$ cat config.mk
export PLATFORM = sky130hd
export DESIGN_NAME = sb_rx_stream
export DESIGN_NICKNAME = d
export VERILOG_FILES = /design/src/logic/sb_flit_pkg.sv /design/src/logic/sb_apb_pkg.sv /design/src/logic/sb_rx_stream.sv /design/src/logic/sb_valid_pacer.sv /design/src/logic/sb_flit_fifo.sv /design/src/logic/sb_apb_regs.sv
export VERILOG_INCLUDE_DIRS = /design/src /design/src/logic
export SDC_FILE = /design/constraint.sdc
export NUM_CORES = 1
export LEC_CHECK = 0
export BUFFER_PORTS_ARGS = -buffer_cell sky130_fd_sc_hd__buf_2
export CORE_ASPECT_RATIO = 0.75
export CORE_UTILIZATION = 61
export CTS_CLUSTER_DIAMETER = 80
export CTS_CLUSTER_SIZE = 14
export DETAILED_ROUTE_END_ITERATION = 8
export GPL_ROUTABILITY_DRIVEN = 1
export HOLD_SLACK_MARGIN = 0.05
export PLACE_DENSITY = 0.9
export SLEW_MARGIN = 20
export SYNTH_ARGS = -nofsm -noshare
export SYNTH_HDL_FRONTEND = slang
export SYNTH_SLANG_ARGS = --single-unit
$ cat constraint.sdc
create_clock -name clk -period 9.3 [get_ports clk]
set_input_delay 0 -clock clk [delete_from_list [all_inputs] [get_ports clk]]
set_output_delay 0 -clock clk [all_outputs]
set_load 0.02 [all_outputs]
$ cat src/logic/sb_macros.svh
/* switchboard stream receiver constants
   flit widths, queue depth, coin LFSR seed and the APB register map */
`ifndef SB_MACROS_SVH
`define SB_MACROS_SVH

// flit data width, kept to a multiple of 32 so it maps onto whole APB words
`define SB_DW         64
`define SB_DATA_WORDS (`SB_DW / 32)
`define SB_DEST_W     32

// queue depth must be a power of two and the level needs one extra bit
`define SB_FIFO_DEPTH 8
`define SB_LEVEL_W    5

// any nonzero value works as the LFSR start state
`define SB_LFSR_SEED  16'hACE1

`define SB_ADDR_W     8
`define SB_REG_CTRL   'h00
`define SB_REG_DATA0  'h04
`define SB_REG_DATA1  'h08
`define SB_REG_DEST   'h0C
`define SB_REG_PUSH   'h10
`define SB_REG_STATUS 'h14

`endif
$ cat src/logic/sb_flit_pkg.sv
/* stream side types of the stream receiver
   field vectors of one flit as it moves through the queue and out */
`default_nettype none
`include "sb_macros.svh"

package sb_flit_pkg;

    // payload word of a flit
    typedef logic [`SB_DW-1:0] flit_data_t;

    // destination tag that travels next to the payload
    typedef logic [`SB_DEST_W-1:0] flit_dest_t;

    // the last flag is a single bit and needs no type of its own

endpackage

`default_nettype wire

$ cat src/logic/sb_apb_pkg.sv
/* register side types of the stream receiver
   APB register offsets and the output valid pacing modes */
`default_nettype none
`include "sb_macros.svh"

package sb_apb_pkg;

    // word aligned register offsets on the APB slave
    typedef enum logic [`SB_ADDR_W-1:0] {
        REG_CTRL   = `SB_REG_CTRL,
        REG_DATA0  = `SB_REG_DATA0,
        REG_DATA1  = `SB_REG_DATA1,
        REG_DEST   = `SB_REG_DEST,
        REG_PUSH   = `SB_REG_PUSH,
        REG_STATUS = `SB_REG_STATUS
    } sb_reg_addr_e;

    // how the stream output paces valid, an unlisted 3 acts as continuous
    typedef enum logic [1:0] {
        MODE_ALTERNATE  = 2'd0,
        MODE_CONTINUOUS = 2'd1,
        MODE_RANDOM     = 2'd2
    } sb_valid_mode_e;

endpackage

`default_nettype wire

$ cat src/logic/sb_rx_stream.sv
/* switchboard stream receiver endpoint
   flits written over APB are queued and leave on a valid/ready stream */
`timescale 1ns/10ps
`default_nettype none
`include "sb_macros.svh"

module sb_rx_stream
    import sb_apb_pkg::*;
    import sb_flit_pkg::*;
(
    input  wire                   clk,
    input  wire                   rst_n,
    input  wire [`SB_ADDR_W-1:0]  paddr,
    input  wire                   psel,
    input  wire                   penable,
    input  wire                   pwrite,
    input  wire [31:0]            pwdata,
    output logic [31:0]           prdata,
    output logic                  pready,
    output logic                  pslverr,
    output flit_data_t            data,
    output flit_dest_t            dest,
    output logic                  last,
    output logic                  valid,
    input  wire                   ready
);

    // register block to queue
    logic                    push;
    flit_data_t              push_data;
    flit_dest_t              push_dest;
    logic                    push_last;
    logic                    full;
    logic [`SB_LEVEL_W-1:0]  level;
    sb_valid_mode_e          valid_mode;

    // queue to pacer
    logic                    pop;
    logic                    empty;
    flit_data_t              head_data;
    flit_dest_t              head_dest;
    logic                    head_last;

    sb_apb_regs regs0 (
        .clk        (clk),
        .rst_n      (rst_n),
        .paddr      (paddr),
        .psel       (psel),
        .penable    (penable),
        .pwrite     (pwrite),
        .pwdata     (pwdata),
        .prdata     (prdata),
        .pready     (pready),
        .pslverr    (pslverr),
        .full       (full),
        .level      (level),
        .push       (push),
        .push_data  (push_data),
        .push_dest  (push_dest),
        .push_last  (push_last),
        .valid_mode (valid_mode)
    );

    sb_flit_fifo fifo0 (
        .clk        (clk),
        .rst_n      (rst_n),
        .push       (push),
        .push_data  (push_data),
        .push_dest  (push_dest),
        .push_last  (push_last),
        .pop        (pop),
        .head_data  (head_data),
        .head_dest  (head_dest),
        .head_last  (head_last),
        .empty      (empty),
        .full       (full),
        .level      (level)
    );

    sb_valid_pacer pacer0 (
        .clk        (clk),
        .rst_n      (rst_n),
        .valid_mode (valid_mode),
        .empty      (empty),
        .head_data  (head_data),
        .head_dest  (head_dest),
        .head_last  (head_last),
        .ready      (ready),
        .pop        (pop),
        .data       (data),
        .dest       (dest),
        .last       (last),
        .valid      (valid)
    );

endmodule

`default_nettype wire

$ cat src/logic/sb_valid_pacer.sv
/* output stage of the stream receiver
   loads flits from the queue head into the stream register and paces
   valid by mode, with an LFSR coin for the random mode */
`timescale 1ns/10ps
`default_nettype none
`include "sb_macros.svh"

module sb_valid_pacer
    import sb_apb_pkg::*;
    import sb_flit_pkg::*;
(
    input  wire                  clk,
    input  wire                  rst_n,
    input  wire sb_valid_mode_e  valid_mode,
    input  wire                  empty,
    input  wire flit_data_t      head_data,
    input  wire flit_dest_t      head_dest,
    input  wire                  head_last,
    input  wire                  ready,
    output logic                 pop,
    output flit_data_t           data,
    output flit_dest_t           dest,
    output logic                 last,
    output logic                 valid
);

    // feedback mask for x^16 + x^14 + x^13 + x^11 + 1 in right shift form
    localparam logic [15:0] LFSR_TAPS = 16'hB400;

    logic [15:0] lfsr_q;
    logic        coin;
    logic        handshake;
    logic        want_load;
    logic        load;

    assign coin      = lfsr_q[0];
    assign handshake = valid & ready;

    // a new flit may only be taken when the register is free or draining
    always_comb begin
        want_load = 1'b0;
        if (handshake || !valid) begin
            case (valid_mode)
                // alternate mode forces one idle cycle after each transfer
                MODE_ALTERNATE: want_load = !valid;
                MODE_RANDOM:    want_load = coin;
                default:        want_load = 1'b1;
            endcase
        end
    end

    assign load = want_load & ~empty;
    assign pop  = load;

    // the coin keeps running whether or not it is consulted
    always_ff @(posedge clk or negedge rst_n) begin
        if (!rst_n) begin
            lfsr_q <= `SB_LFSR_SEED;
        end else begin
            lfsr_q <= {1'b0, lfsr_q[15:1]} ^ (lfsr_q[0] ? LFSR_TAPS : 16'h0000);
        end
    end

    // a load wins over the handshake so continuous mode keeps valid high
    always_ff @(posedge clk or negedge rst_n) begin
        if (!rst_n) begin
            valid <= 1'b0;
        end else if (load) begin
            valid <= 1'b1;
        end else if (handshake) begin
            valid <= 1'b0;
        end
    end

    // payload only changes on a load, which holds it during a stall
    always_ff @(posedge clk) begin
        if (load) begin
            data <= head_data;
            dest <= head_dest;
            last <= head_last;
        end
    end

endmodule

`default_nettype wire

$ cat src/logic/sb_flit_fifo.sv
/* flit queue of the stream receiver
   circular buffer with a first-word-fall-through head and a level count */
`timescale 1ns/10ps
`default_nettype none
`include "sb_macros.svh"

module sb_flit_fifo
    import sb_flit_pkg::*;
(
    input  wire                    clk,
    input  wire                    rst_n,
    input  wire                    push,
    input  wire flit_data_t        push_data,
    input  wire flit_dest_t        push_dest,
    input  wire                    push_last,
    input  wire                    pop,
    output flit_data_t             head_data,
    output flit_dest_t             head_dest,
    output logic                   head_last,
    output logic                   empty,
    output logic                   full,
    output logic [`SB_LEVEL_W-1:0] level
);

    localparam int PTR_W = $clog2(`SB_FIFO_DEPTH);
    localparam logic [`SB_LEVEL_W-1:0] DEPTH_L = `SB_FIFO_DEPTH;

    flit_data_t              mem_data [`SB_FIFO_DEPTH];
    flit_dest_t              mem_dest [`SB_FIFO_DEPTH];
    logic                    mem_last [`SB_FIFO_DEPTH];
    logic [PTR_W-1:0]        wr_ptr;
    logic [PTR_W-1:0]        rd_ptr;
    logic [`SB_LEVEL_W-1:0]  count;
    logic                    do_push;
    logic                    do_pop;

    assign empty = (count == '0);
    assign full  = (count == DEPTH_L);
    assign level = count;

    // guard both sides so a stray request cannot corrupt the pointers
    assign do_push = push & ~full;
    assign do_pop  = pop & ~empty;

    // pointers wrap on their own since the depth is a power of two
    always_ff @(posedge clk or negedge rst_n) begin
        if (!rst_n) begin
            wr_ptr <= '0;
            rd_ptr <= '0;
            count  <= '0;
        end else begin
            if (do_push) begin
                wr_ptr <= wr_ptr + 1'b1;
            end
            if (do_pop) begin
                rd_ptr <= rd_ptr + 1'b1;
            end
            // simultaneous push and pop leaves the level unchanged
            case ({do_push, do_pop})
                2'b10:   count <= count + 1'b1;
                2'b01:   count <= count - 1'b1;
                default: count <= count;
            endcase
        end
    end

    always_ff @(posedge clk) begin
        if (do_push) begin
            mem_data[wr_ptr] <= push_data;
            mem_dest[wr_ptr] <= push_dest;
            mem_last[wr_ptr] <= push_last;
        end
    end

    // oldest entry is visible without a read cycle
    assign head_data = mem_data[rd_ptr];
    assign head_dest = mem_dest[rd_ptr];
    assign head_last = mem_last[rd_ptr];

endmodule

`default_nettype wire

$ cat src/logic/sb_apb_regs.sv
/* APB register block of the stream receiver
   stages flit fields, pushes flits into the queue, holds the valid mode
   and reports the queue status */
`timescale 1ns/10ps
`default_nettype none
`include "sb_macros.svh"

module sb_apb_regs
    import sb_apb_pkg::*;
    import sb_flit_pkg::*;
(
    input  wire                    clk,
    input  wire                    rst_n,
    input  wire [`SB_ADDR_W-1:0]   paddr,
    input  wire                    psel,
    input  wire                    penable,
    input  wire                    pwrite,
    input  wire [31:0]             pwdata,
    output logic [31:0]            prdata,
    output logic                   pready,
    output logic                   pslverr,
    input  wire                    full,
    input  wire [`SB_LEVEL_W-1:0]  level,
    output logic                   push,
    output flit_data_t             push_data,
    output flit_dest_t             push_dest,
    output logic                   push_last,
    output sb_valid_mode_e         valid_mode
);

    // index of the upper data word, folds to zero for a 32 bit flit
    localparam int unsigned HI_WORD = (`SB_DATA_WORDS > 1) ? 1 : 0;

    logic [31:0]     data_q [`SB_DATA_WORDS];
    flit_dest_t      dest_q;
    sb_valid_mode_e  mode_q;
    logic            access;
    logic            wr_en;
    logic            rd_en;
    logic            mapped;
    logic            push_hit;
    logic            empty;
    logic [31:0]     status;
    logic [31:0]     rd_word;

    // no wait states so the access phase is always one cycle
    assign pready = 1'b1;
    assign access = psel & penable;
    assign wr_en  = access & pwrite;
    assign rd_en  = access & ~pwrite;

    // status word carries level in 4:0, full in 8 and empty in 9
    assign empty  = (level == '0);
    assign status = {22'd0, empty, full, 3'd0, level};

    // address decode and read mux share one case
    always_comb begin
        mapped  = 1'b1;
        rd_word = 32'd0;
        case (paddr)
            REG_CTRL:   rd_word = {30'd0, mode_q};
            REG_DATA0:  rd_word = data_q[0];
            REG_DATA1: begin
                // the second data word only exists for flits wider than 32
                mapped  = (`SB_DATA_WORDS > 1);
                rd_word = mapped ? data_q[HI_WORD] : 32'd0;
            end
            REG_DEST:   rd_word = dest_q;
            REG_PUSH:   rd_word = 32'd0;
            REG_STATUS: rd_word = status;
            default:    mapped = 1'b0;
        endcase
    end

    // read data is only driven during a read access phase
    assign prdata = rd_en ? rd_word : 32'd0;

    // a push into a full queue is refused and flagged as a slave error
    assign push_hit = wr_en && (paddr == REG_PUSH);
    assign push     = push_hit & ~full;
    assign pslverr  = access & (~mapped | (push_hit & full));

    // the pushed flit is the staged fields plus the last bit of this write
    assign push_last = pwdata[0];
    assign push_dest = dest_q;
    always_comb begin
        for (int i = 0; i < `SB_DATA_WORDS; i++) begin
            push_data[32*i +: 32] = data_q[i];
        end
    end

    always_ff @(posedge clk or negedge rst_n) begin
        if (!rst_n) begin
            mode_q <= MODE_ALTERNATE;
        end else if (wr_en && (paddr == REG_CTRL)) begin
            mode_q <= sb_valid_mode_e'(pwdata[1:0]);
        end
    end

    // staged flit fields keep their value until written again
    always_ff @(posedge clk) begin
        if (wr_en) begin
            case (paddr)
                REG_DATA0: data_q[0] <= pwdata;
                REG_DATA1: begin
                    if (`SB_DATA_WORDS > 1) begin
                        data_q[HI_WORD] <= pwdata;
                    end
                end
                REG_DEST:  dest_q <= pwdata;
                default:   ;
            endcase
        end
    end

    assign valid_mode = mode_q;

endmodule

`default_nettype wire

# ---- Word level (Yosys, flattened, before mapping)
# Memories as Yosys holds them, arrays and structs flattened. A register that Yosys moved wholly into a read port is not among the register bits.
# Cells that the tools add are included.
dict set report word_totals {
  n_memories 4
  register_bits 62
  wordCells 72
  ram_bits 840
  inputBits 46
}
# memory depth width rd rd_ports_with_merged_regs wr line
set mem_list {}
lappend mem_list {fifo0.mem_data 8 64 1 1 1 sb_flit_fifo.sv:28} ;# flit_data_t mem_data [`SB_FIFO_DEPTH];
lappend mem_list {fifo0.mem_dest 8 32 1 1 1 sb_flit_fifo.sv:29} ;# flit_dest_t mem_dest [`SB_FIFO_DEPTH];
lappend mem_list {regs0.data_q 2 32 2 0 1 sb_apb_regs.sv:34} ;# logic [31:0] data_q [`SB_DATA_WORDS];
lappend mem_list {fifo0.mem_last 8 1 1 1 1 sb_flit_fifo.sv:30} ;# logic mem_last [`SB_FIFO_DEPTH];
dict set report classes {
  eq_ne 9
  addsub 4
  bitwise_logic 16
  reduce_logical 12
  n_mux 20
}
# operator n
set op_table {}
lappend op_table {{32-bit case mux with 5 select lines} 1}
lappend op_table {{32-bit two-way mux} 2}
lappend op_table {{32-bit OR reduction} 1}
lappend op_table {{8-bit by 4-bit equality test with 1-bit output, second input constant} 2}
lappend op_table {{8-bit by 5-bit equality test with 1-bit output, second input constant} 2}
lappend op_table {{16-bit two-way mux} 1}
lappend op_table {{15-bit by 16-bit bitwise XOR with 16-bit output} 1}
lappend op_table {{1-bit two-way mux} 14}
lappend op_table {{1-bit AND} 10}
lappend op_table {{5-bit case mux with 2 select lines} 1}
lappend op_table {{8-bit by 3-bit equality test with 1-bit output, second input constant} 1}
lappend op_table {{8-bit zero test} 1}
lappend op_table {{3-bit by 1-bit adder with 3-bit output, second input constant} 2}
lappend op_table {{6-bit OR reduction} 1}
lappend op_table {{5-bit by 1-bit adder with 5-bit output, second input constant} 1}
lappend op_table {{5-bit by 4-bit equality test with 1-bit output, second input constant} 1}
lappend op_table {{5-bit zero test} 1}
lappend op_table {{5-bit by 1-bit subtractor with 5-bit output, second input constant} 1}
lappend op_table {{2-bit equality test, second input constant} 2}
lappend op_table {{1-bit NOT} 4}
lappend op_table {{2-bit nonzero test} 2}
lappend op_table {{2-bit by 1-bit equality test with 1-bit output, second input constant} 1}
lappend op_table {{1-bit logical AND} 2}
lappend op_table {{2-bit zero test} 1}
lappend op_table {{other kinds (5)} 5}

# ---- Logic depth before layout (Yosys ltp)
# Gate-level depths: netlist of the first run.
dict set report depth {
  ltp_word 7
  mapped_depth 12
  ltp_nobuf 11
}

# ---- Modules after synthesis
# From an unflattened synthesis of the first run, not the netlist that was laid out.
dict set report unflattened {
  hier_cells 1551
  hier_area_um2 37120.6
}
# module instances cells_per_inst seq_area_each_um2 area_each_um2
set by_module_without_submodules {}
lappend by_module_without_submodules {sb_flit_fifo 1 1194 23577.6 29822.4}
lappend by_module_without_submodules {sb_apb_regs 1 232 2932.8 3849.9}
lappend by_module_without_submodules {sb_valid_pacer 1 125 3348.2 3448.3}

# ---- Least setup slack after synthesis of the first run
# OpenSTA, ideal clock, no wires.
dict set report synth_path {
  kind {register to register}
  startpoint {register fifo0.count[3] (netlist: fifo0.level[3])}
  endpoint {memory fifo0.mem_data[0][0] (netlist name), enable pin}
  setup_slack_ns 0.878
  path_buffers 1
  t_arrival_ns 7.751
  required_time_ns 8.629
  path_stages_with_launch 5
  setup_time_ns 0.671
  cell_sequence {dfrtp_1 clkbuf_1 a2111oi_4 nand2b_2 nor3_1}
}
dict set report synth_via {
  elab_chain_len 6
}
# element line
set synth_lines {}
lappend synth_lines {{start, declared} sb_flit_fifo.sv:33} ;# logic [`SB_LEVEL_W-1:0] count;
lappend synth_lines {{start signal, assigned} sb_flit_fifo.sv:60} ;# 2'b10: count <= count + 1'b1;
lappend synth_lines {{start signal, assigned} sb_flit_fifo.sv:61} ;# 2'b01: count <= count - 1'b1;
lappend synth_lines {{start signal, assigned} sb_flit_fifo.sv:62} ;# default: count <= count;
lappend synth_lines {{5-bit by 4-bit equality test with 1-bit output *} sb_flit_fifo.sv:38} ;# assign full = (count == DEPTH_L);
lappend synth_lines {{1-bit NOT *} {sb_flit_fifo.sv:42, sb_apb_regs.sv:80}}
lappend synth_lines {{1-bit AND} sb_apb_regs.sv:80} ;# assign push = push_hit & ~full;
lappend synth_lines {{1-bit AND *} sb_flit_fifo.sv:42} ;# assign do_push = push & ~full;
lappend synth_lines {{1-bit two-way mux *} sb_flit_fifo.sv:68} ;# if (do_push) begin
lappend synth_lines {{1-bit two-way mux (not written as such) *} sb_flit_fifo.sv:69} ;# mem_data[wr_ptr] <= push_data;
lappend synth_lines {{end, declared} sb_flit_fifo.sv:28}
# Every way passes the cells marked *; elsewhere a longest branch is shown, timed or not.

# ---- Worst setup path in the final report of the first run
dict set report layout_path {
  startpoint {register fifo0.count[4] (netlist: fifo0.level[4])}
  endpoint {register fifo0.count[4] (netlist: fifo0.level[4])}
}
dict set report layout_via {
  elab_chain_len 6
  word_cells_on_any_way 14
}
# element line
set layout_lines {}
lappend layout_lines {{5-bit zero test *} sb_flit_fifo.sv:37} ;# assign empty = (count == '0);
lappend layout_lines {{1-bit NOT *} {sb_valid_pacer.sv:52, sb_flit_fifo.sv:43}}
lappend layout_lines {{1-bit AND} sb_valid_pacer.sv:52} ;# assign load = want_load & ~empty;
lappend layout_lines {{1-bit AND *} sb_flit_fifo.sv:43} ;# assign do_pop = pop & ~empty;
lappend layout_lines {{net fifo0.do_pop} sb_flit_fifo.sv:35} ;# logic do_pop;
lappend layout_lines {{2-bit by 1-bit equality test with 1-bit output / 2-bit equality test (equally long branches)} sb_flit_fifo.sv:59} ;# case ({do_push, do_pop})
lappend layout_lines {{5-bit case mux with 2 select lines / 2-bit nonzero test (equally long branches)} n/a}
# The timed path passes the listed nets; every way through them passes the cells marked *.
# A chain may end at the register's enable or synchronous reset.

==> results of run 1 <==
==> state kept, by name (all words and copies together), names as in the netlist, 5 cells and up <==
register / flops
fifo0.mem_dest: 256
fifo0.mem_last: 8
pacer0.data: 64
pacer0.dest: 32
regs0.data_q: 64
pacer0.lfsr_q: 16
fifo0.mem_data: 512
regs0.push_dest: 32
fifo0.level: 5
==> final cells by class <==
cell class | instances | area share, %
flip-flops and latches | 999 | 71.7
multi-input cells | 497 | 16.9
clock buffers | 94 | 4.98
repair buffers | 248 | 3.71
well taps | 790 | 2.37
clock inverters | 7 | 0.225
inverters | 8 | 0.0781
==> logic make-up (layout without fill, tap and decap cells) <==
group	count (synthesis)	count (layout)	share of synthesized area, %
flip-flops	999	999	80.3
multiplexers	329	329	15.8
AND/OR/NAND/NOR	92	92	1.28
buffers and inverters	82	357	0.986
AO/OA/AOI/OAI	58	58	1.12
XOR/XNOR	10	10	0.235
adder cells (fa/ha/maj)	7	7	0.256
other	1	1	0.0101
==> Yosys cell counts (7+ instances only) <==
cell,number,area share (%)
a21oi_1,7,0.094
a22oi_1,30,0.61
buf_2,23,0.31
clkbuf_1,41,0.41
dfrtp_1,22,1.5
dfstp_2,8,0.57
edfxtp_1,969,78
inv_1,8,0.081
mux2_2,125,3.8
mux2i_1,7,0.19
mux4_2,194,12
nand2_1,12,0.12
nor2_1,39,0.39
nor3_1,7,0.094
o21ai_0,7,0.094
==> worst max path at each step <==
| stage | end | startpoint | slack [ns] |
|---|---|---|---|
| after floorplan | fifo0.mem_data[0][0]$_DFFE_PP_ | fifo0.level[3]$_DFFE_PN0P_ | 0.88 |
| after detailed placement | fifo0.level[4]$_DFFE_PN0P_ | fifo0.level[4]$_DFFE_PN0P_ | 5.37 |
| final | fifo0.level[4]$_DFFE_PN0P_ | fifo0.level[4]$_DFFE_PN0P_ | 5.05 |
| after CTS | fifo0.level[4]$_DFFE_PN0P_ | fifo0.level[0]$_DFFE_PN0P_ | 5.24 |
| after global routing | fifo0.level[4]$_DFFE_PN0P_ | fifo0.level[0]$_DFFE_PN0P_ | 5.04 |
| after global placement | fifo0.level[4]$_DFFE_PN0P_ | fifo0.level[4]$_DFFE_PN0P_ | 5.56 |
==> per-layer routing <==
metal / track usage, % / vias to the layer above / share of wire, %
met5: 0 / - / 0.032
met4: 10.8 / 4 / 4.0
met3: 5.31 / 234 / 10
met2: 46.3 / 1225 / 51
met1: 36.9 / 9143 / 35
li1: - / 7053 / -
==> timing repair <==
item / 4_1_cts / 5_1_grt
endpoints found under the setup margin: 0 / 0
hold endpoints to repair: 142 / 0
hold buffers: 42 / 0
gates resized for setup: 0 / 0
==> power groups by stage <==
stage	Sequential (mW)	Clock [mW]	Combinational, mW
final	5.65	3.05	2.62
after global routing	5.68	3.23	2.75
after CTS	5.65	3.07	2.64
after detailed placement	5.74	0	2.58
after global placement	5.74	0	2.47
after floorplan	5.77	0	1.74
==> stage by stage <==
stage	std cells	setup WS, ns	power, mW	hold slack [ns]	cell area [um^2]
floorplan	1578	0.878	7.51	-0.296	37200
global placement	2499	5.56	8.21	0.0608	39000
detailed placement	2499	5.37	8.32	0.0782	39000
CTS	2642	5.24	11.4	0.0596	41600
global route	2643	5.04	11.7	0.0890	41700
finish	2643	5.05	11.3	0.112	41700
==> results.toml, run 1 <==
[setup_path]
worst_ep_required_time_ns = 9.76
slowest_stage = "or4_1"
reg2reg_setup_slack_ns = 5.05
r2r_start = "fifo0.level[4]$_DFFE_PN0P_"
cp_num_cells = 9
end_kind = "register"
path_max_fanout = 41
crit_chain = "or4_1, o21ai_0, inv_4, ha_1, ha_1, nor2b_1, o21a_1, o311ai_0, o311ai_0"
crit_type = "reg -> reg"
max_stage_delay_ns = 0.65
cp.arrival_ns = 4.70
rr_endpoint = "fifo0.level[4]$_DFFE_PN0P_"
worst_path_dominant_cell_family = "compound AO/OA/AOI/OAI gates"
path_buf_inv = 1
worst-r2r-cell-count = 9
start_kind = "register"

[cells_and_area]
multi_input_area_um2 = 7060
diodes = 0
final_core_util_pct = 69.9
final_cell_mix = "edfxtp_1 (969), mux4_2 (194), buf_2 (177)"
drive_above_1_share_pct = 35.1
areaGrowthSynthToFinish_pct = 12.0
fin_nets = 1888
regArea_um2 = 29900
mostFrequentLayoutCell = "edfxtp_1"
n_fill_cell = 3253

[min_path]
min_to = "regs0.data_q[0][41]$_DFFE_PP_"
hp-start = "pwdata[9]"
hp-class = "in -> reg"
holdPathStages = 2

[synth]
yosysSeqAreaShare_pct = 80.3
synth_flop_cell = "edfxtp_1"
syn_nets = 1631
synth_area_um2 = 37200
ys_warn_count = 0
synthCells = 1578
synth_edf_count = 969
ys_types = 50
synth-seq-cells = 999
async_reset_ff_share_pct = 3.00
avgSynthCellArea_um2 = 23.6

[drt]
firstDrtPassIters = 6
detail_route.vias_per_cell = 6.68
routed_wl_um = 84600
vias = 17659
remaining_drc_errors = 0
drt-initial-drc-count = 2242
routedWlPerCell_um = 32.0
postRouteAntennaNets = 0

[placed_design]
routabilityCongestion = 0.822
hpwl_um = 43900
portBuffers = 176

[global_routing]
grt-ovfl-total = 0
grt_use_total_pct = 27.9
antenna_found_initial = 3
grt_max_degree = 71
grt_pass1_vias = 18399
grt_pass1_wl_um = 122000

[floorplanning]
coreArea_um2 = 59600
die-width_um = 287
fp.dieH_um = 216
ios = 178
dieArea_um2 = 62000
fp-row-count = 77
initial_core_util_pct = 62.4

[timing]
maxSlewViolCount = 0
rsz0062_at_grt = "false"
min_period_over_period_pct = 45.7
setup_viol = 0
finalHoldViolations = 0
worst_pin_slew_ns = 1.19
finClkSkew_ns = 0.0207
fmax_mhz = 235
max-slew-margin-rel_pct = 20.4
finalCriticalPeriod_ns = 4.25
tns_ns = 0

[clocking]
cts_tree = "done"
cts_made_buffers = 81
cts_sinks = 999
postCtsSetupBuffers = 0
clockRootBuffer = "clkbuf_16"
cts.path.max_buffers = 3
clk_latency_ns = 0.64
cts.reportedPaths.clkPinSlew_ns = 0.07
htreeDepth = 3

[power_and_ir_drop]
power_leakage_nw = 13.4
ir_drop_v = 0.000221
seqPwrFrac_pct = 49.9
p_sw_share_pct = 28.0
p_int_mw = 8.15
power.density_cell_area_nw_per_um2 = 272
clockPowerShare_pct = 27.0
netSwitchingPower_mw = 3.17
combPwrFrac_pct = 23.1

[job]
max_cap_violations = 0

[status]
outcome = "finished clean"
No activity file was read; power rests on OpenSTA's default activity.
==> run 2, diff against run 1 <==
==> constraint.sdc (replaced) <==
create_clock -name clk -period 4.4 [get_ports clk]
set_input_delay 0 -clock clk [delete_from_list [all_inputs] [get_ports clk]]
set_output_delay 0 -clock clk [all_outputs]
set_load 0.02 [all_outputs]
==> results.toml, run 2 (same netlist as run 1, synthesis figures left out) <==
[cells_and_area]
areaGrowthSynthToFinish_pct = 12.6
max_flop_register = "fifo0.mem_data"
reg.largest.list = "fifo0.mem_data x512, fifo0.mem_dest x256"
fin_nets = 1892
n_fill_cell = 3165
largest_reg_flops = 512
design_area_um2 = 41900
mostFrequentLayoutCell = "edfxtp_1"
diodes = 0
final_cell_mix = "edfxtp_1 (969), mux4_2 (194), buf_2 (177)"
drive_above_1_share_pct = 35.1

[setup_path]
cp.arrival_ns = 4.20
slowest_stage = "dlygate4sd3_1"
crit_type = "in -> reg"
worst_ep_required_time_ns = 4.88
start_kind = "input port"
path_max_fanout = 8
worst_path_dominant_cell_family = "buffers and inverters"
max_stage_delay_ns = 0.70
crit_chain = "dlygate4sd3_1, buf_2, or4_4, dlygate4sd3_1, a2111oi_4, inv_1, ha_1, ha_1, nor2b_1, o21a_1, o311ai_0, o311ai_0"
end_kind = "register"
path_buf_inv = 4

[placed_design]
hpwl_um = 43800
placed_area_um2 = 39300
routabilityCongestion = 0.815
pre_cts_ws_ns = 0.890
portBuffers = 176

[global_routing]
grt_max_degree = 98
antenna_found_initial = 2
grt-ovfl-total = 0
grt_pass1_wl_um = 127000
grt_use_total_pct = 29.1
grt_pass1_vias = 18619

[drt]
routed_wl_um = 88300
routedWlPerCell_um = 33.4
detail_route.vias_per_cell = 6.83
vias = 18080
postRouteAntennaNets = 0
remaining_drc_errors = 0
firstDrtPassIters = 5
drt-initial-drc-count = 2453

[timing]
finClkSkew_ns = 0.0316
finalHoldViolations = 0
setup_ws_ns = 0.681
rsz0062_at_grt = "false"
tns_ns = 0
worst_pin_slew_ns = 1.07
max-slew-margin-rel_pct = 28.7
hold-worst-slack_ns = 0.106
finalCriticalPeriod_ns = 3.72
fmax_mhz = 269
maxSlewViolCount = 0
setup_viol = 0
min_period_over_period_pct = 84.5

[job]
max_cap_violations = 0

[floorplanning]
fp.dieH_um = 216
coreArea_um2 = 59600
dieArea_um2 = 62000
fp-row-count = 77
initial_core_util_pct = 62.4
ios = 178
die-width_um = 287

[clocking]
cts_made_buffers = 81
htreeDepth = 3
cts.reportedPaths.clkPinSlew_ns = 0.07
clk_latency_ns = 0.64
postCtsSetupBuffers = 0
clockRootBuffer = "clkbuf_16"
cts_tree = "done"
cts.path.max_buffers = 3
cts_sinks = 999

[power_and_ir_drop]
power.density_cell_area_nw_per_um2 = 578
power_mw = 24.2
ir_drop_v = 0.000462
power_leakage_nw = 13.4

[min_path]
hp-class = "in -> reg"

[status]
outcome = "finished clean"
[run 2: cell count changes in the layout (fill, tap and decap cells not counted), moves of 2 or more]
cell and delta:
clkbuf_16 +3, clkinv_8 -3, dlygate4sd3_1 +2, buf_4 -11
buf_12 +15
[run 2: worst register-to-register path: stages (launching register included)]
cell and delay [ns]:
dfrtp_1 0.45, or4_1 0.62, o21ai_0 0.75, inv_6 0.05, ha_1 0.35, ha_1 0.36
nor2b_1 0.18, o21a_1 0.20, o311ai_0 0.35, o311ai_0 0.22
[run 2: timing repair]
action                                 4_1_cts  5_1_grt
hold buffers                                44        0
gates resized for setup                      0        0
endpoints found under the hold margin      141        0
[run 2: per-stage QoR]
| step | utilization, % | instances |
|---|---|---|
| finish | 70.2 | 2646 |
| global route | 70.2 | 2646 |
| CTS | 70.3 | 2646 |
| detailed placement | 65.8 | 2502 |
| global placement | 65.8 | 2502 |
| floorplan | - | 1578 |
[run 2: report_power, final]
group / switching [mW] / leakage, nW / internal [mW]
clock: 3.15 / 1.07 / 3.42
combinational: 2.96 / 3.22 / 2.78
sequential: 0.711 / 9.14 / 11.2
[run 2: cell type report]
class	instances	area, um^2	share of cell area, %
flip-flops and latches	999	29900	71.3
multi-input cells	497	7070	16.9
clock buffers	97	2150	5.13
repair buffers	252	1740	4.16
well taps	790	988	2.36
clock inverters	3	36.3	0.0866
inverters	8	35.0	0.0836
[run 2: final timing paths]
kind / from / endpoint / depth (start not counted) / slack (ns)
min in group asynchronous: rst_n / pacer0.lfsr_q[6]$_DFF_PN1_ / 3 / 0.58
hold / removal: pwdata[30] / regs0.data_q[0][30]$_DFFE_PP_ / 2 / 0.11
setup reg to reg: fifo0.level[0]$_DFFE_PN0P_ / fifo0.level[4]$_DFFE_PN0P_ / 9 / 0.71
hold reg to reg: pacer0.lfsr_q[2]$_DFF_PN0_ / pacer0.lfsr_q[1]$_DFF_PN0_ / 0 / 0.33
setup / recovery: paddr[3] / fifo0.level[4]$_DFFE_PN0P_ / 12 / 0.68
max in group asynchronous: rst_n / fifo0.rd_ptr[0]$_DFFE_PN0P_ / 4 / 3.21
[run 2: metal layers]
layer  global-route usage (%)  wire length, um
met4                     12.1             3880
met1                     38.5            30800
met2                     48.6            44800
met3                     4.97             8720
met5                        0               13
==> run 3, diff against run 2 <==
--- a/config.mk
+++ b/config.mk
@@ -8,13 +8,13 @@
 export LEC_CHECK = 0
 export BUFFER_PORTS_ARGS = -buffer_cell sky130_fd_sc_hd__buf_2
 export CORE_ASPECT_RATIO = 0.75
-export CORE_UTILIZATION = 61
+export CORE_UTILIZATION = 55
 export CTS_CLUSTER_DIAMETER = 80
 export CTS_CLUSTER_SIZE = 14
 export DETAILED_ROUTE_END_ITERATION = 8
 export GPL_ROUTABILITY_DRIVEN = 1
 export HOLD_SLACK_MARGIN = 0.05
-export PLACE_DENSITY = 0.9
+export PLACE_DENSITY = 0.86
 export SLEW_MARGIN = 20
 export SYNTH_ARGS = -nofsm -noshare
 export SYNTH_HDL_FRONTEND = slang
==> constraint.sdc (replaced) <==
create_clock -name clk -period 3.2 [get_ports clk]
set_input_delay 0 -clock clk [delete_from_list [all_inputs] [get_ports clk]]
set_output_delay 0 -clock clk [all_outputs]
set_load 0.02 [all_outputs]
==> results.toml, run 3 (same netlist as run 1, synthesis figures left out) <==
[floorplanning]
fp.dieH_um = 227
dieArea_um2 = 68700
ios = 178
fp-row-count = 82
die-width_um = 302
initial_core_util_pct = 55.7
coreArea_um2 = 66800

[global_routing]
grt_use_total_pct = 24.5
grt_pass1_vias = 18389
grt_pass1_wl_um = 119000
grt_max_degree = 98
antenna_found_initial = 1
grt-ovfl-total = 0

[placed_design]
hpwl_um = 43600
pre_cts_ws_ns = -0.0157
portBuffers = 176
routabilityCongestion = 0.806
placed_area_um2 = 39700

[clocking]
clk_latency_ns = 0.63
cts_made_buffers = 81
postCtsSetupBuffers = 0
htreeDepth = 3
cts_sinks = 999
cts_tree = "done"
cts.reportedPaths.clkPinSlew_ns = 0.06
cts.path.max_buffers = 3
clockRootBuffer = "clkbuf_16"

[cells_and_area]
largest_reg_flops = 512
mostFrequentLayoutCell = "edfxtp_1"
reg.largest.list = "fifo0.mem_data x512, fifo0.mem_dest x256"
design_area_um2 = 42300
max_flop_register = "fifo0.mem_data"
final_cell_mix = "edfxtp_1 (969), mux4_2 (194), buf_2 (177)"
diodes = 0
areaGrowthSynthToFinish_pct = 13.6
drive_above_1_share_pct = 36.0
fin_nets = 1905
final_core_util_pct = 63.3

[timing]
max-slew-margin-rel_pct = 45.0
fmax_mhz = 324
finClkSkew_ns = 0.0225
finalCriticalPeriod_ns = 3.08
worst_pin_slew_ns = 0.825
finalHoldViolations = 0
min_period_over_period_pct = 96.3
maxSlewViolCount = 0
setup_viol = 0
setup_ws_ns = 0.118
rsz0062_at_grt = "false"

[setup_path]
reg2reg_setup_slack_ns = 0.12
max_stage_delay_ns = 0.62
path_buf_inv = 2
worst-r2r-cell-count = 10
start_kind = "register"
path_max_fanout = 8
end_kind = "register"
worst_ep_required_time_ns = 3.67
crit_chain = "or4_4, o21ai_4, clkinvlp_4, ha_2, inv_1, fa_1, nor2b_1, o21a_1, o311ai_1, o311ai_1"
cp.arrival_ns = 3.55
critPathMostFrequentCell = "o311ai_1"
cp_num_cells = 10
crit_type = "reg -> reg"
worst_path_dominant_cell_family = "compound AO/OA/AOI/OAI gates"
slowest_stage = "or4_4"

[drt]
firstDrtPassIters = 5
postRouteAntennaNets = 0
routedWlPerCell_um = 29.8
remaining_drc_errors = 0
drt-initial-drc-count = 1864
vias = 17526
detail_route.vias_per_cell = 6.37
routed_wl_um = 82100

[min_path]
holdPathStages = 6
hp-class = "in -> reg"

[status]
outcome = "finished clean"

[job]
max_cap_violations = 0

[power_and_ir_drop]
power_mw = 33.0
power.density_cell_area_nw_per_um2 = 782
ir_drop_v = 0.000607
power_leakage_nw = 13.5
==> run 3: path summary, 6_finish.rpt <==
check                                      startpoint                           to
setup / recovery           fifo0.level[4]$_DFFE_PN0P_   fifo0.level[4]$_DFFE_PN0P_
max in group asynchronous                       rst_n  fifo0.rd_ptr[0]$_DFFE_PN0P_
setup reg to reg           fifo0.level[4]$_DFFE_PN0P_   fifo0.level[4]$_DFFE_PN0P_
hold reg to reg            pacer0.lfsr_q[9]$_DFF_PN0_   pacer0.lfsr_q[8]$_DFF_PN0_
min in group asynchronous                       rst_n   pacer0.lfsr_q[7]$_DFF_PN1_
hold / removal                               paddr[2]  fifo0.wr_ptr[2]$_DFFE_PN0P_
==> run 3: routing by layer <==
layer / GRT usage, % / vias to the layer above / part of all wire (%) / routed length [um]
met1: 31.7 / 9200 / 36 / 29500
met4: 9.07 / 2 / 3.6 / 2920
li1: - / 7098 / - / -
met2: 42.0 / 1029 / 51 / 42200
met3: 4.57 / 197 / 9.1 / 7430
met5: 0 / - / 0.022 / 18
==> run 3: cell type report <==
type	count	area, um^2
fillers	4110	24500
clock inverters	3	36.3
repair buffers	265	1970
multi-input cells	497	7100
flip-flops and latches	999	29900
clock buffers	96	2150
well taps	882	1100
inverters	8	33.8
==> run 3: timing repair <==
action	in CTS	in global routing
endpoints found under the setup margin	1	1
hold endpoints to repair	143	0
pin swaps	0	0
resized for setup	1	2
hold buffers	41	0
==> run 3: where the power goes <==
group	switching, mW	internal, mW
clock	4.18	4.69
combinational	4.20	3.90
sequential	0.698	15.4
total	9.08	24.0
==> run 3: tightest hold or removal path: stages <==
cell and delay [ns]:
buf_2 0.14, or4_4 0.15, a2111oi_4 0.05, buf_4 0.16
nand2_1 0.10, xnor2_1 0.07
==> run 3: through the flow <==
stage	TNS, ns	hold WS, ns	instances
6_report	0	0.0993	2750
5_1_grt	0	0.0901	2750
4_1_cts	0	0.0551	2750
3_5_place_dp	-0.0157	0.0878	2610
3_3_place_gp	0	0.0609	2610
2_1_floorplan	-800.76	-0.296	1578
